--- config.mk ---
export PLATFORM = sky130hd
export DESIGN_NAME = bldc_top
export DESIGN_NICKNAME = d
export VERILOG_FILES = /design/src/verilog/bldc_pkg.sv /design/src/verilog/duty_if.sv /design/src/verilog/bldc_ctrl.sv /design/src/verilog/bldc_top.sv /design/src/verilog/duty_calc.sv /design/src/verilog/phase_angle.sv /design/src/verilog/pwm_gen.sv
export VERILOG_INCLUDE_DIRS = /design/src /design/src/verilog
export SDC_FILE = /design/constraint.sdc
export NUM_CORES = 1
export LEC_CHECK = 0
export CAP_MARGIN = 20
export CORE_ASPECT_RATIO = 0.8
export CORE_MARGIN = 1.5
export CORE_UTILIZATION = 65
export DETAILED_ROUTE_END_ITERATION = 10
export DONT_BUFFER_PORTS = 1
export GPL_ROUTABILITY_DRIVEN = 0
export PLACE_DENSITY = 0.79
export SLEW_MARGIN = 15
export SYNTH_ARGS = -nofsm -noshare
export SYNTH_HDL_FRONTEND = slang
export SYNTH_HIERARCHICAL = 1
export SYNTH_SLANG_ARGS = --single-unit
export TNS_END_PERCENT = 5
--- constraint.sdc ---
create_clock -name clk -period 18.4 [get_ports clk]
set_clock_uncertainty 0.1 [all_clocks]
set_input_delay 1.84 -clock clk [delete_from_list [all_inputs] [get_ports clk]]
set_output_delay 1.84 -clock clk [all_outputs]
set_load 0.1 [all_outputs]
--- src/verilog/bldc_cfg.svh ---
`ifndef BLDC_CFG_SVH
`define BLDC_CFG_SVH

// length of the sine table, one electrical turn
`define BLDC_TLEN 64

// rotor feedback counts per table step
`define BLDC_FB_DIV 16

// clock cycles per PWM tick
`define BLDC_PWM_PRESCALE 4

// ticks per PWM period
`define BLDC_PWM_PERIOD 256

// the product of sine and magnitude is scaled down by this
`define BLDC_DUTY_DIV 100

`endif

--- src/verilog/bldc_pkg.sv ---
`include "bldc_cfg.svh"

package bldc_pkg;

    // word addresses, taken from paddr[5:2]
    typedef enum logic [3:0] {
        CTRL     = 4'd0,
        VELOCITY = 4'd1,
        OFFSET   = 4'd2,
        TORQUE   = 4'd3,
        FEEDBACK = 4'd4,
        STATUS   = 4'd5,
        DUTY_U   = 4'd6,
        DUTY_V   = 4'd7,
        DUTY_W   = 4'd8
    } reg_addr_t;

    typedef enum logic [1:0] {IDLE, LOAD, MULT, STORE} calc_state_t;

    // one sine period centred on 127
    localparam logic [7:0] sine_table [0:`BLDC_TLEN-1] = '{
        8'd127, 8'd139, 8'd151, 8'd163, 8'd175, 8'd186, 8'd197, 8'd207,
        8'd216, 8'd225, 8'd232, 8'd239, 8'd244, 8'd248, 8'd251, 8'd253,
        8'd254, 8'd253, 8'd251, 8'd248, 8'd244, 8'd239, 8'd232, 8'd225,
        8'd216, 8'd207, 8'd197, 8'd186, 8'd175, 8'd163, 8'd151, 8'd139,
        8'd127, 8'd114, 8'd102, 8'd90,  8'd78,  8'd67,  8'd56,  8'd46,
        8'd37,  8'd28,  8'd21,  8'd14,  8'd9,   8'd5,   8'd2,   8'd0,
        8'd0,   8'd0,   8'd2,   8'd5,   8'd9,   8'd14,  8'd21,  8'd28,
        8'd37,  8'd46,  8'd56,  8'd67,  8'd78,  8'd90,  8'd102, 8'd114
    };

endpackage

--- src/verilog/duty_if.sv ---
`timescale 1ns/1ps

interface duty_if;
    logic       start;
    logic [7:0] magnitude;
    logic [5:0] idx_u;
    logic [5:0] idx_v;
    logic [5:0] idx_w;
    logic       done;
    logic [7:0] duty_u;
    logic [7:0] duty_v;
    logic [7:0] duty_w;

    modport ctrl (output start, output magnitude,
                  input done, input duty_u, input duty_v, input duty_w);

    modport angle (output idx_u, output idx_v, output idx_w);

    modport calc (input start, input magnitude, input idx_u, input idx_v, input idx_w,
                  output done, output duty_u, output duty_v, output duty_w);

    modport pwm (input done, input duty_u, input duty_v, input duty_w);
endinterface

--- src/verilog/bldc_ctrl.sv ---
`timescale 1ns/1ps

module bldc_ctrl import bldc_pkg::*; (
    input  logic              clk,
    input  logic              rst_n,
    input  logic [5:0]        paddr,
    input  logic              psel,
    input  logic              penable,
    input  logic              pwrite,
    input  logic [31:0]       pwdata,
    output logic [31:0]       prdata,
    output logic              pready,
    output logic              en,
    output logic              testmode,
    output logic              direction,
    output logic signed [7:0] offset,
    output logic [7:0]        torque,
    output logic [15:0]       feedback,
    duty_if.ctrl              dif
);
    reg_addr_t          addr;
    logic               wr_en;
    logic               op_wr;
    logic signed [15:0] velocity;
    logic [15:0]        vel_abs;
    logic               req_q;
    logic               pending;
    logic               running;
    logic               launch;
    logic               busy;

    assign pready = 1'b1;
    assign addr   = reg_addr_t'(paddr[5:2]);
    assign wr_en  = psel && penable && pwrite;
    assign op_wr  = wr_en && (addr inside {CTRL, VELOCITY, OFFSET, TORQUE, FEEDBACK});

    always_ff @(posedge clk) begin
        if (!rst_n) begin
            en       <= 1'b0;
            testmode <= 1'b0;
            velocity <= '0;
            offset   <= '0;
            torque   <= '0;
            feedback <= '0;
        end else if (wr_en) begin
            case (addr)
                CTRL: begin
                    en       <= pwdata[0];
                    testmode <= pwdata[1];
                end
                VELOCITY: velocity <= pwdata[15:0];
                OFFSET:   offset   <= pwdata[7:0];
                TORQUE:   torque   <= pwdata[7:0];
                FEEDBACK: feedback <= pwdata[15:0];
                default:  ;
            endcase
        end
    end

    // negative velocity means reverse rotation and the torque is added
    assign direction     = velocity[15];
    assign vel_abs       = velocity[15] ? 16'(-velocity) : velocity;
    assign dif.magnitude = (vel_abs > 16'd255) ? 8'd255 : vel_abs[7:0];

    // pending is set once the new indices are registered, start follows a cycle later
    assign launch = pending && (!running || dif.done);
    assign busy   = req_q || pending || running;

    always_ff @(posedge clk) begin
        if (!rst_n) begin
            req_q     <= 1'b0;
            pending   <= 1'b0;
            running   <= 1'b0;
            dif.start <= 1'b0;
        end else begin
            req_q     <= op_wr;
            dif.start <= launch;
            if (launch) begin
                pending <= req_q;
                running <= 1'b1;
            end else begin
                if (req_q) begin
                    pending <= 1'b1;
                end
                if (dif.done) begin
                    running <= 1'b0;
                end
            end
        end
    end

    always_comb begin
        case (addr)
            CTRL:     prdata = {30'd0, testmode, en};
            VELOCITY: prdata = {16'd0, velocity};
            OFFSET:   prdata = {24'd0, offset};
            TORQUE:   prdata = {24'd0, torque};
            FEEDBACK: prdata = {16'd0, feedback};
            STATUS:   prdata = {31'd0, busy};
            DUTY_U:   prdata = {24'd0, dif.duty_u};
            DUTY_V:   prdata = {24'd0, dif.duty_v};
            DUTY_W:   prdata = {24'd0, dif.duty_w};
            default:  prdata = '0;
        endcase
    end
endmodule

--- src/verilog/bldc_top.sv ---
`timescale 1ns/1ps

module bldc_top (
    input  logic        clk,
    input  logic        rst_n,
    input  logic [5:0]  paddr,
    input  logic        psel,
    input  logic        penable,
    input  logic        pwrite,
    input  logic [31:0] pwdata,
    output logic [31:0] prdata,
    output logic        pready,
    output logic        en,
    output logic        u,
    output logic        v,
    output logic        w
);
    logic              testmode;
    logic              direction;
    logic signed [7:0] offset;
    logic [7:0]        torque;
    logic [15:0]       feedback;

    duty_if dif ();

    bldc_ctrl u_ctrl (
        .clk       (clk),
        .rst_n     (rst_n),
        .paddr     (paddr),
        .psel      (psel),
        .penable   (penable),
        .pwrite    (pwrite),
        .pwdata    (pwdata),
        .prdata    (prdata),
        .pready    (pready),
        .en        (en),
        .testmode  (testmode),
        .direction (direction),
        .offset    (offset),
        .torque    (torque),
        .feedback  (feedback),
        .dif       (dif.ctrl)
    );

    phase_angle u_angle (
        .clk       (clk),
        .rst_n     (rst_n),
        .testmode  (testmode),
        .direction (direction),
        .offset    (offset),
        .torque    (torque),
        .feedback  (feedback),
        .dif       (dif.angle)
    );

    duty_calc u_calc (
        .clk   (clk),
        .rst_n (rst_n),
        .dif   (dif.calc)
    );

    pwm_gen u_pwm (
        .clk   (clk),
        .rst_n (rst_n),
        .en    (en),
        .dif   (dif.pwm),
        .u     (u),
        .v     (v),
        .w     (w)
    );
endmodule

--- src/verilog/duty_calc.sv ---
`timescale 1ns/1ps
`include "bldc_cfg.svh"

module duty_calc import bldc_pkg::*; (
    input  logic clk,
    input  logic rst_n,
    duty_if.calc dif
);
    localparam logic [15:0] DUTY_MAX = 16'd255;

    calc_state_t state;
    logic [1:0]  phase;
    logic [7:0]  mag_q;
    logic [5:0]  idx_v_q;
    logic [5:0]  idx_w_q;
    logic [7:0]  sine_q;
    logic [15:0] prod_q;
    logic [15:0] prod_sum;
    logic [15:0] quot;
    logic [7:0]  duty_new;

    // each set bit of the sine value adds a shifted copy of the magnitude
    always_comb begin
        prod_sum = '0;
        for (int i = 0; i < 8; i++) begin
            if (sine_q[i]) begin
                prod_sum = prod_sum + ({8'd0, mag_q} << i);
            end
        end
    end

    assign quot     = prod_q / 16'(`BLDC_DUTY_DIV);
    // products of 25600 and above clip the duty at full scale
    assign duty_new = (quot > DUTY_MAX) ? DUTY_MAX[7:0] : quot[7:0];

    always_ff @(posedge clk) begin
        if (!rst_n) begin
            state      <= IDLE;
            phase      <= 2'd0;
            dif.done   <= 1'b0;
            dif.duty_u <= 8'd0;
            dif.duty_v <= 8'd0;
            dif.duty_w <= 8'd0;
        end else begin
            dif.done <= 1'b0;
            case (state)
                IDLE: begin
                    if (dif.start) begin
                        phase <= 2'd0;
                        state <= MULT;
                    end
                end
                LOAD: state <= MULT;
                MULT: state <= STORE;
                STORE: begin
                    case (phase)
                        2'd0:    dif.duty_u <= duty_new;
                        2'd1:    dif.duty_v <= duty_new;
                        default: dif.duty_w <= duty_new;
                    endcase
                    if (phase == 2'd2) begin
                        dif.done <= 1'b1;
                        state    <= IDLE;
                    end else begin
                        phase <= phase + 2'd1;
                        state <= LOAD;
                    end
                end
                default: state <= IDLE;
            endcase
        end
    end

    // the u fetch happens on the start edge so every phase takes three cycles
    always_ff @(posedge clk) begin
        if (state == IDLE && dif.start) begin
            mag_q   <= dif.magnitude;
            idx_v_q <= dif.idx_v;
            idx_w_q <= dif.idx_w;
            sine_q  <= sine_table[dif.idx_u];
        end else if (state == LOAD) begin
            sine_q <= (phase == 2'd1) ? sine_table[idx_v_q] : sine_table[idx_w_q];
        end
        if (state == MULT) begin
            prod_q <= prod_sum;
        end
    end
endmodule

--- src/verilog/phase_angle.sv ---
`timescale 1ns/1ps
`include "bldc_cfg.svh"

module phase_angle (
    input  logic              clk,
    input  logic              rst_n,
    input  logic              testmode,
    input  logic              direction,
    input  logic signed [7:0] offset,
    input  logic [7:0]        torque,
    input  logic [15:0]       feedback,
    duty_if.angle             dif
);
    localparam logic [5:0] TOFF_V = 6'(`BLDC_TLEN / 3);
    localparam logic [5:0] TOFF_W = 6'(`BLDC_TLEN / 3 * 2);

    logic [5:0] fb_idx;
    logic [5:0] base;

    // only the low six bits matter since the index wraps around the table
    assign fb_idx = 6'(feedback / `BLDC_FB_DIV);

    always_comb begin
        if (testmode) begin
            base = offset[5:0];
        end else if (direction) begin
            base = fb_idx + offset[5:0] + torque[5:0];
        end else begin
            base = fb_idx + offset[5:0] - torque[5:0];
        end
    end

    always_ff @(posedge clk) begin
        if (!rst_n) begin
            dif.idx_u <= '0;
            dif.idx_v <= '0;
            dif.idx_w <= '0;
        end else begin
            dif.idx_u <= base;
            dif.idx_v <= base + TOFF_V;
            dif.idx_w <= base + TOFF_W;
        end
    end
endmodule

--- src/verilog/pwm_gen.sv ---
`timescale 1ns/1ps
`include "bldc_cfg.svh"

module pwm_gen (
    input  logic clk,
    input  logic rst_n,
    input  logic en,
    duty_if.pwm  dif,
    output logic u,
    output logic v,
    output logic w
);
    localparam int PS_W  = $clog2(`BLDC_PWM_PRESCALE);
    localparam int CNT_W = $clog2(`BLDC_PWM_PERIOD);

    logic [PS_W-1:0]  ps_cnt;
    logic [CNT_W-1:0] period_cnt;
    logic             tick;
    logic             wrap;
    logic [7:0]       pend_u;
    logic [7:0]       pend_v;
    logic [7:0]       pend_w;
    logic [7:0]       shd_u;
    logic [7:0]       shd_v;
    logic [7:0]       shd_w;

    assign tick = en && (ps_cnt == PS_W'(`BLDC_PWM_PRESCALE - 1));
    assign wrap = tick && (period_cnt == CNT_W'(`BLDC_PWM_PERIOD - 1));

    always_ff @(posedge clk) begin
        if (!rst_n) begin
            ps_cnt     <= '0;
            period_cnt <= '0;
            pend_u     <= 8'd0;
            pend_v     <= 8'd0;
            pend_w     <= 8'd0;
            shd_u      <= 8'd0;
            shd_v      <= 8'd0;
            shd_w      <= 8'd0;
            u          <= 1'b0;
            v          <= 1'b0;
            w          <= 1'b0;
        end else begin
            // counters sit at zero while disabled
            ps_cnt     <= en ? ps_cnt + PS_W'(1) : '0;
            period_cnt <= !en ? '0 : (tick ? period_cnt + CNT_W'(1) : period_cnt);
            if (dif.done) begin
                pend_u <= dif.duty_u;
                pend_v <= dif.duty_v;
                pend_w <= dif.duty_w;
            end
            if (wrap) begin
                shd_u <= pend_u;
                shd_v <= pend_v;
                shd_w <= pend_w;
            end
            u <= en && (period_cnt < shd_u);
            v <= en && (period_cnt < shd_v);
            w <= en && (period_cnt < shd_w);
        end
    end
endmodule
==> qor.csv, run 1 <==
metric,value,unit
grt_overflow,0,
power_density,58.0,nW/um^2
crit_type,flip-flop to flip-flop,
hpwl,29.2,mm
p_sw_share,26.1,%
cts-buffers-inserted,22,
synth-seq-area-share,26.6,%
worstPathMaxFanout,11,
drtPass1Iterations,7,
clockRootBuffer,clkbuf_16,
max-vdd-ir-drop,84.5,uV
antenna_found_initial,0,
fin_crit,8.75,ns
core_area,25400,sq um
synthFlopType,dfxtp_1,
synth_async_sr_flop_share,0,%
intPower,0.751,mW
tritoncts,done,
drive_gt1_share,9.10,%
min_from,u_angle/dif.idx_w[4],
report.final.slew_viol_count,0,
setup_violations,0,
top_regs,"u_ctrl/feedback (16), u_ctrl/velocity (16), u_calc/prod_q (14)",
vias,14500,
p_switching,0.265,mW
yosysWarnings,6,
nFillCells,2018,
start_util,66.4,%
syn_to_final_growth,3.95,%
synth_cells,2010,
die_height,147,microns
crit_slowest_cell,edfxtp_1,
cts_sinks,203,
layout_commonest_cell,nand2_1,
path_clk_slew,0.06,ns
fin_nets,2097,
final_cell_mix,"nand2_1, dfxtp_1, a21oi_1, nor2_1, ha_1",
wirelength,40.2,mm
cp.arrival,8.90,ns
yosysUniqueCellTypes,126,
viasPerCell,6.37,
hold_path.class,flip-flop to flip-flop,
totalPowerFinal,1.02,mW
port_buffers,0,
pwr-share-comb,13.2,%
cts_max_level,1,
insertion_delay,0.53,ns
drtIter0Drc,1244,
power_frac_seq,45.4,%
hold_ws,0.305,ns
antenna-diode-count,0,
power_frac_clock,41.4,%
grt_pass1_wl,65.6,mm
end_kind,flip-flop,
tightest_slew,1.16,ns
reg2reg_from,u_calc/mag_q[1],
syn_area,16900,sq um
die_x,183,microns
preCtsSetupSlack,9.69,ns
fin_tns_setup,0,ns
synth_seq_cells,203,
drv_cap,0,
synth_edf_count,42,
crit_path_max_incr_delay,0.61,ns
rsz0062_at_grt,false,
cp_data_required_time,18.56,ns
relSlewSlack,22.7,%
fmax,114,MHz
grt_usage,29.2,%
status,"finished, final reports clean",
startpoint,u_calc/mag_q[1],
post_cts.repair.setup_buffers,0,
hold_viol,0,
grt_max_degree,167,
ios,80,
fin_crit_sh,47.5,%
synth_area_per_cell,8.39,sq um
ctsResizeCount,0,
layout_setup_ws,9.65,ns
postCtsHoldBufs,0,
core.rowCount,52,
grt_pass1_vias,13300,
drc,0,
die-area,26900,sq um
cp-start-kind,flip-flop,
power.leakage,6.67,nW
drtAntennaViolNets,0,
cts_max_path_buffers,3,
post_drt_wl_per_cell,17.7,microns
## synthesized netlist by cell type, types with 11 or more instances
cell type / instances / share of area (%)
nor2b_1: 70 / 2.6
a211oi_1: 25 / 1.1
nor2_1: 140 / 3.1
mux2i_1: 88 / 5.2
nand2_1: 208 / 4.6
a21boi_1: 37 / 1.6
a31oi_1: 16 / 0.59
o22ai_1: 11 / 0.41
nor3_1: 24 / 0.71
dfxtp_1: 161 / 19
and2_1: 23 / 0.85
o21ai_0: 102 / 3.0
edfxtp_1: 42 / 7.5
buf_4: 31 / 1.4
nand4_1: 18 / 0.67
nand2b_1: 23 / 0.85
o21a_1: 20 / 0.89
o211ai_1: 16 / 0.71
a21o_1: 24 / 1.1
o211a_1: 18 / 1.1
nand3_1: 54 / 1.6
mux2_2: 39 / 2.6
clkbuf_1: 86 / 1.9
o21bai_1: 19 / 0.85
o21ai_1: 12 / 0.36
xnor2_1: 48 / 2.5
a21oi_1: 145 / 4.3
ha_1: 117 / 8.7
inv_1: 100 / 2.2
xor2_1: 22 / 1.1
## final cells by class
class | instances | area (sq um) | area share [%]
Clock buffer | 31 | 626 | 3.57
Clock inverter | 9 | 76.3 | 0.436
Inverter | 104 | 404 | 2.31
Multi-Input combinational cell | 1584 | 11400 | 65.1
Sequential cell | 203 | 4480 | 25.6
Tap cell | 324 | 405 | 2.31
Timing Repair Buffer | 13 | 125 | 0.714
## worst paths after layout
kind | endpoint | slack [ns] | cells past startpoint
setup / recovery | u_calc/prod_q[14] | 9.65 | 44
hold / removal | u_calc/idx_w_q[4] | 0.30 | 0
setup reg to reg | u_calc/prod_q[14] | 9.65 | 44
hold reg to reg | u_calc/idx_w_q[4] | 0.30 | 0
## worst max-delay path: cells and delay by family, from the launching register on
| kind | cells | cell delay (ns) |
|---|---|---|
| xor+xnor | 4 | 0.44 |
| buf+inv | 6 | 0.39 |
| simple gates | 11 | 1.32 |
| fa+ha+maj | 10 | 3.07 |
| compound gates | 7 | 0.95 |
| flops | 1 | 0.61 |
| mux | 6 | 1.60 |
## through the flow
stage,instance area [sq um],util (%),cells
finish,17500,69.0,2268
global placement,16800,66.1,2224
detailed placement,16800,66.2,2226
floorplan,16900,-,2025
CTS,17500,69.0,2266
global route,17500,69.0,2268
## power by group through the flow
stage          Combinational [mW]  Clock [mW]  Sequential [mW]
2_1_floorplan               0.122           0            0.468
3_3_place_gp                0.125           0            0.470
3_5_place_dp                0.131           0            0.470
4_1_cts                     0.133       0.426            0.461
5_1_grt                     0.146       0.446            0.461
6_report                    0.134       0.421            0.461
## routing by layer
metal  GRT usage [%]  up-vias  part of all wire [%]
li1                -     7081                     -
met1            42.2     6840                    47
met2            46.7      480                    45
met3            4.24       52                   6.9
met4            5.86        0                   1.5
met5               0        -                     0
## kinds of logic (layout without fill, tap and decap cells)
group / Yosys count / in the layout / synth area share (%)
flip-flops: 203 / 203 / 26.6
adder cells (fa/ha/maj): 127 / 127 / 9.81
multiplexers: 140 / 140 / 9.40
XOR/XNOR: 74 / 74 / 4.11
AO/OA/AOI/OAI: 577 / 577 / 24.0
AND/OR/NAND/NOR: 649 / 649 / 19.7
other: 2 / 17 / 0.0446
buffers and inverters: 238 / 157 / 6.33
Power figures use the tool's default switching activity.
==> inputs of run 2 (changes only) <==
- clock period: 18.4 -> 8.35 ns (I/O delays scaled with it)
==> run 2 against run 1 <==
Global-route usage increased by 0.50 points. Combinational power grew 140%. Non-clock buffer count increased by 11. Clock-buffer cell count rose by 4. Sequential share of layout area fell by 0.75 points. Cell area is 3.0% higher. Via count up 1.6%. Highest routed layer unchanged. Clock power rose to 2.5 times the previous value.
==> qor.csv, run 2 (synthesis gave the netlist of run 1 again) <==
metric,value,unit,change
status,"finished, final reports clean",,
fmax,124,MHz,+8.2%
ios,80,,unchanged
drc,0,,unchanged
cts-buffers-inserted,23,,+4.5%
hpwl,29.5,mm,+1.1%
setup_violations,0,,unchanged
top_regs,"u_ctrl/feedback (16), u_ctrl/velocity (16), u_calc/prod_q (14)",,
fin_crit_sh,96.8,%,+49 points
port_buffers,0,,unchanged
hold_ws,0.303,ns,-0.00149 ns
insertion_delay,0.53,ns,about the same
syn_to_final_growth,7.08,%,
end_kind,flip-flop,,
power.leakage,6.82,nW,+2.2%
preCtsSetupSlack,-0.0661,ns,-9.75 ns
layout_setup_ws,0.264,ns,-9.39 ns
tightest_slew,1.16,ns,-0.00532 ns
grt_usage,29.7,%,+0.50 points
final_util,71.1,%,+2.1 points
dpl_cell_area,16800,sq um,+0.25%
final_cell_mix,"nand2_1, dfxtp_1, nor2_1, a21oi_1, ha_1",,
drv_cap,0,,unchanged
die_height,147,microns,unchanged
crit_slowest_cell,fa_2,,
critical_path_buf_inv_count,4,,-2
wirelength,41.9,mm,+4.2%
power_density,133,nW/um^2,+130%
hold_path.class,flip-flop to flip-flop,,
antenna_found_initial,0,,unchanged
die-area,26900,sq um,unchanged
grt_overflow,0,,unchanged
max-vdd-ir-drop,179,uV,+110%
cp_top_family,adder cells,,
drtPass1Iterations,6,,-1
worstPathMaxFanout,3,,-8
cts_sinks,203,,unchanged
vias,14700,,+1.6%
report.final.slew_viol_count,0,,unchanged
crit_type,flip-flop to flip-flop,,
antenna-diode-count,0,,unchanged
core.rowCount,52,,unchanged
grt_pass1_wl,66.9,mm,+2.0%
drive_gt1_share,12.9,%,+3.8 points
cp_data_required_time,8.52,ns,-10.04 ns
fin_area,18000,sq um,+3.0%
viasPerCell,6.44,,+1.1%
cts_max_path_buffers,3,,unchanged
relSlewSlack,23.0,%,+0.35 points
crit_path_max_incr_delay,0.45,ns,-0.16 ns
start_util,66.4,%,unchanged
fin_crit,8.09,ns,-0.660 ns
grt_pass1_vias,13500,,+1.4%
core_area,25400,sq um,unchanged
die_x,183,microns,unchanged
tritoncts,done,,
cp.arrival,8.26,ns,-0.64 ns
post_drt_wl_per_cell,18.4,microns,+3.6%
clockRootBuffer,clkbuf_16,,
layout_commonest_cell,nand2_1,,
path_clk_slew,0.06,ns,about the same
cts_max_level,1,,unchanged
hold_viol,0,,unchanged
fin_nets,2109,,+0.57%
drtIter0Drc,1246,,+0.16%
grt_max_degree,167,,unchanged
drtAntennaViolNets,0,,unchanged
cp-start-kind,flip-flop,,
totalPowerFinal,2.40,mW,+140%
## run 2: cell type report
| type | instances | area, sq um |
|---|---|---|
| multi-input combinational | 1584 | 11700 |
| fill | 1918 | 7330 |
| sequential | 203 | 4480 |
| tap | 324 | 405 |
| timing repair buffer | 24 | 228 |
| inverter | 104 | 404 |
| clock inverter | 7 | 109 |
| clock buffer | 35 | 701 |
## run 2: what timing repair did
item / in CTS / in global routing
buffers inserted: 1 / 4
pin swaps: 1 / 27
hold buffers: 0 / 0
gates resized for setup: 6 / 75
setup endpoints to repair: 2 / 5
## run 2: per-stage QoR
step / setup TNS, ns / std cells
after global placement: 0 / 2231
final: 0 / 2281
after CTS: 0 / 2275
after detailed placement: -0.0661 / 2232
after floorplan: 0 / 2025
after global routing: -0.566 / 2281
## run 2: worst paths after layout
kind                                            from                end  slack [ns]  cells after the start
worst max-delay path                u_calc/sine_q[0]  u_calc/prod_q[15]        0.26                     35
worst max register to register      u_calc/sine_q[0]  u_calc/prod_q[15]        0.26                     35
worst min register to register  u_angle/dif.idx_w[1]  u_calc/idx_w_q[1]        0.30                      0
worst min-delay path            u_angle/dif.idx_w[1]  u_calc/idx_w_q[1]        0.30                      0
## run 2: worst register-to-register path: cells and delay by family, from the launching register on
family          cells  cell delay, ns
compound gates     12            2.11
xor+xnor            2            0.26
fa+ha+maj          11            3.49
buf+inv             4            0.24
flops               1            0.41
mux                 3            0.81
simple gates        3            0.40
## run 2: where the power goes
| part | internal (mW) | total, mW | switching (mW) |
|---|---|---|---|
| Combinational | 0.136 | 0.326 | 0.190 |
| Sequential | 1.01 | 1.02 | 0.00873 |
| Clock | 0.645 | 1.06 | 0.417 |
## run 2: layer usage
layer,GRT usage [%],share of wire [%],vias up
li1,-,-,7111
met1,42.5,45,6980
met5,0,0,-
met3,5.63,8.1,53
met4,5.37,1.4,0
met2,47.3,46,547
==> inputs of run 3 (changes only) <==
- CORE_UTILIZATION: 65 -> 45
- PLACE_DENSITY: 0.79 -> not set
==> run 3 against run 2 <==
Sequential share of layout area shrank 0.38 points. First-iteration DRC count shrank 22%. Register-to-register slack gained 0.09 ns. Highest routed layer unchanged.
==> qor.csv, run 3 (synthesis gave the netlist of run 1 again) <==
metric,value,unit,change
drtIter0Drc,970,,-22%
clockRootBuffer,clkbuf_16,,
die-area,38600,sq um,+44%
post_drt_wl_per_cell,17.1,microns,-7.1%
die_x,219,microns,+20%
layout_setup_ws,0.350,ns,+0.0863 ns
die_height,176,microns,+20%
cp_data_required_time,8.51,ns,about the same
cts_sinks,203,,unchanged
met3WireLength,2.82,mm,-17%
ios,80,,unchanged
layout_commonest_cell,nand2_1,,
drtAntennaViolNets,0,,unchanged
fin_crit_sh,95.8,%,-1.0 points
fmax,125,MHz,+1.1%
relSlewSlack,24.7,%,+1.7 points
cts_max_level,1,,unchanged
hold_viol,0,,unchanged
end_kind,flip-flop,,
syn_to_final_growth,8.74,%,
wl_met1,21.2,mm,+13%
worstPathMaxFanout,3,,unchanged
postCtsHoldBufs,0,,unchanged
viasPerCell,5.85,,-9.2%
hpwl,30.5,mm,+3.4%
crit_type,flip-flop to flip-flop,,
status,"finished, final reports clean",,
vias,14400,,-2.2%
power_density,127,nW/um^2,-4.6%
fin_cells,2457,,+7.7%
post-place-cells,2406,,+7.8%
core.rowCount,63,,+21%
fin_nets,2123,,+0.66%
insertion_delay,0.55,ns,+0.02 ns
nFillCells,3502,,+83%
wirelength,41.9,mm,about the same
hold_path.class,input port to flip-flop,,
drc,0,,unchanged
cts-buffers-inserted,22,,-4.3%
antenna_found_initial,0,,unchanged
topRoutingLayerUsed,met4,,
grt_pass1_wl,67.7,mm,+1.2%
crit_slowest_cell,fa_2,,
path_clk_slew,0.06,ns,about the same
core_area,37000,sq um,+46%
cp.arrival,8.16,ns,-0.10 ns
port_buffers,0,,unchanged
drtPass1Iterations,5,,-1
power.leakage,6.84,nW,+0.37%
grt_max_degree,167,,unchanged
top_regs,"u_ctrl/feedback (16), u_ctrl/velocity (16), u_calc/prod_q (14)",,
fin_crit,8.00,ns,-0.0863 ns
grt_usage,21.2,%,-8.5 points
cp-start-kind,flip-flop,,
max-vdd-ir-drop,153,uV,-15%
grt_overflow,0,,unchanged
wl_met2,17.3,mm,-9.3%
antenna-diode-count,0,,unchanged
grt_pass1_vias,13000,,-4.1%
drive_gt1_share,13.9,%,+0.98 points
drv_cap,0,,unchanged
final_cell_mix,"nand2_1, dfxtp_1, nor2_1, a21oi_1, ha_1",,
start_util,45.6,%,-21 points
cp_top_family,adder cells,,
tightest_slew,1.13,ns,-0.0250 ns
preCtsSetupSlack,-0.0893,ns,-0.0232 ns
report.final.slew_viol_count,0,,unchanged
setup_violations,0,,unchanged
crit_path_max_incr_delay,0.43,ns,-0.02 ns
cts_max_path_buffers,3,,unchanged
critical_path_buf_inv_count,6,,+2
tritoncts,done,,
-- run 3: layer usage --
layer / vias to the layer above / GRT usage [%]
li1: 7136 / -
met1: 6860 / 32.2
met2: 343 / 30.8
met3: 36 / 4.63
met4: 0 / 3.51
met5: - / 0
-- run 3: repair_timing --
item	in CTS	in global routing
pin swaps	1	22
cloned	0	0
setup buffers	1	8
resized for setup	2	78
setup endpoints to repair	3	6
-- run 3: metrics by stage --
step	hold WS [ns]	TNS (ns)	area [sq um]	util (%)	power (mW)
5_1_grt	0.276	-0.0998	18300	49.6	2.42
6_report	0.301	0	18300	49.6	2.33
4_1_cts	0.272	0	17900	48.4	2.32
2_1_floorplan	0.286	0	16900	-	1.30
3_3_place_gp	0.289	0	17100	46.2	1.32
3_5_place_dp	0.289	-0.135	17100	46.3	1.33
-- run 3: worst paths after layout --
path | startpoint | to | slack [ns] | cells past startpoint
worst max-delay path | u_calc/sine_q[0] | u_calc/prod_q[14] | 0.35 | 44
worst min-delay path | paddr[5] | u_ctrl/req_q | 0.30 | 1
worst min register to register | u_angle/dif.idx_w[3] | u_calc/idx_w_q[3] | 0.31 | 0
worst max register to register | u_calc/sine_q[0] | u_calc/prod_q[14] | 0.35 | 44
-- run 3: cell type report --
type	count	area, sq um	share of cell area, %
Multi-Input combinational cell	1584	11700	64.1
Sequential cell	203	4480	24.5
Tap cell	487	609	3.32
Clock buffer	26	596	3.25
Inverter	104	404	2.21
Timing Repair Buffer	39	335	1.83
Clock inverter	14	153	0.833
-- run 3: power by group --
part           total [mW]  leakage [nW]  switching, mW  internal, mW
logic               0.325          4.82          0.186         0.139
registers            1.01          1.67        0.00798          1.01
clock network       0.988         0.349          0.435         0.553
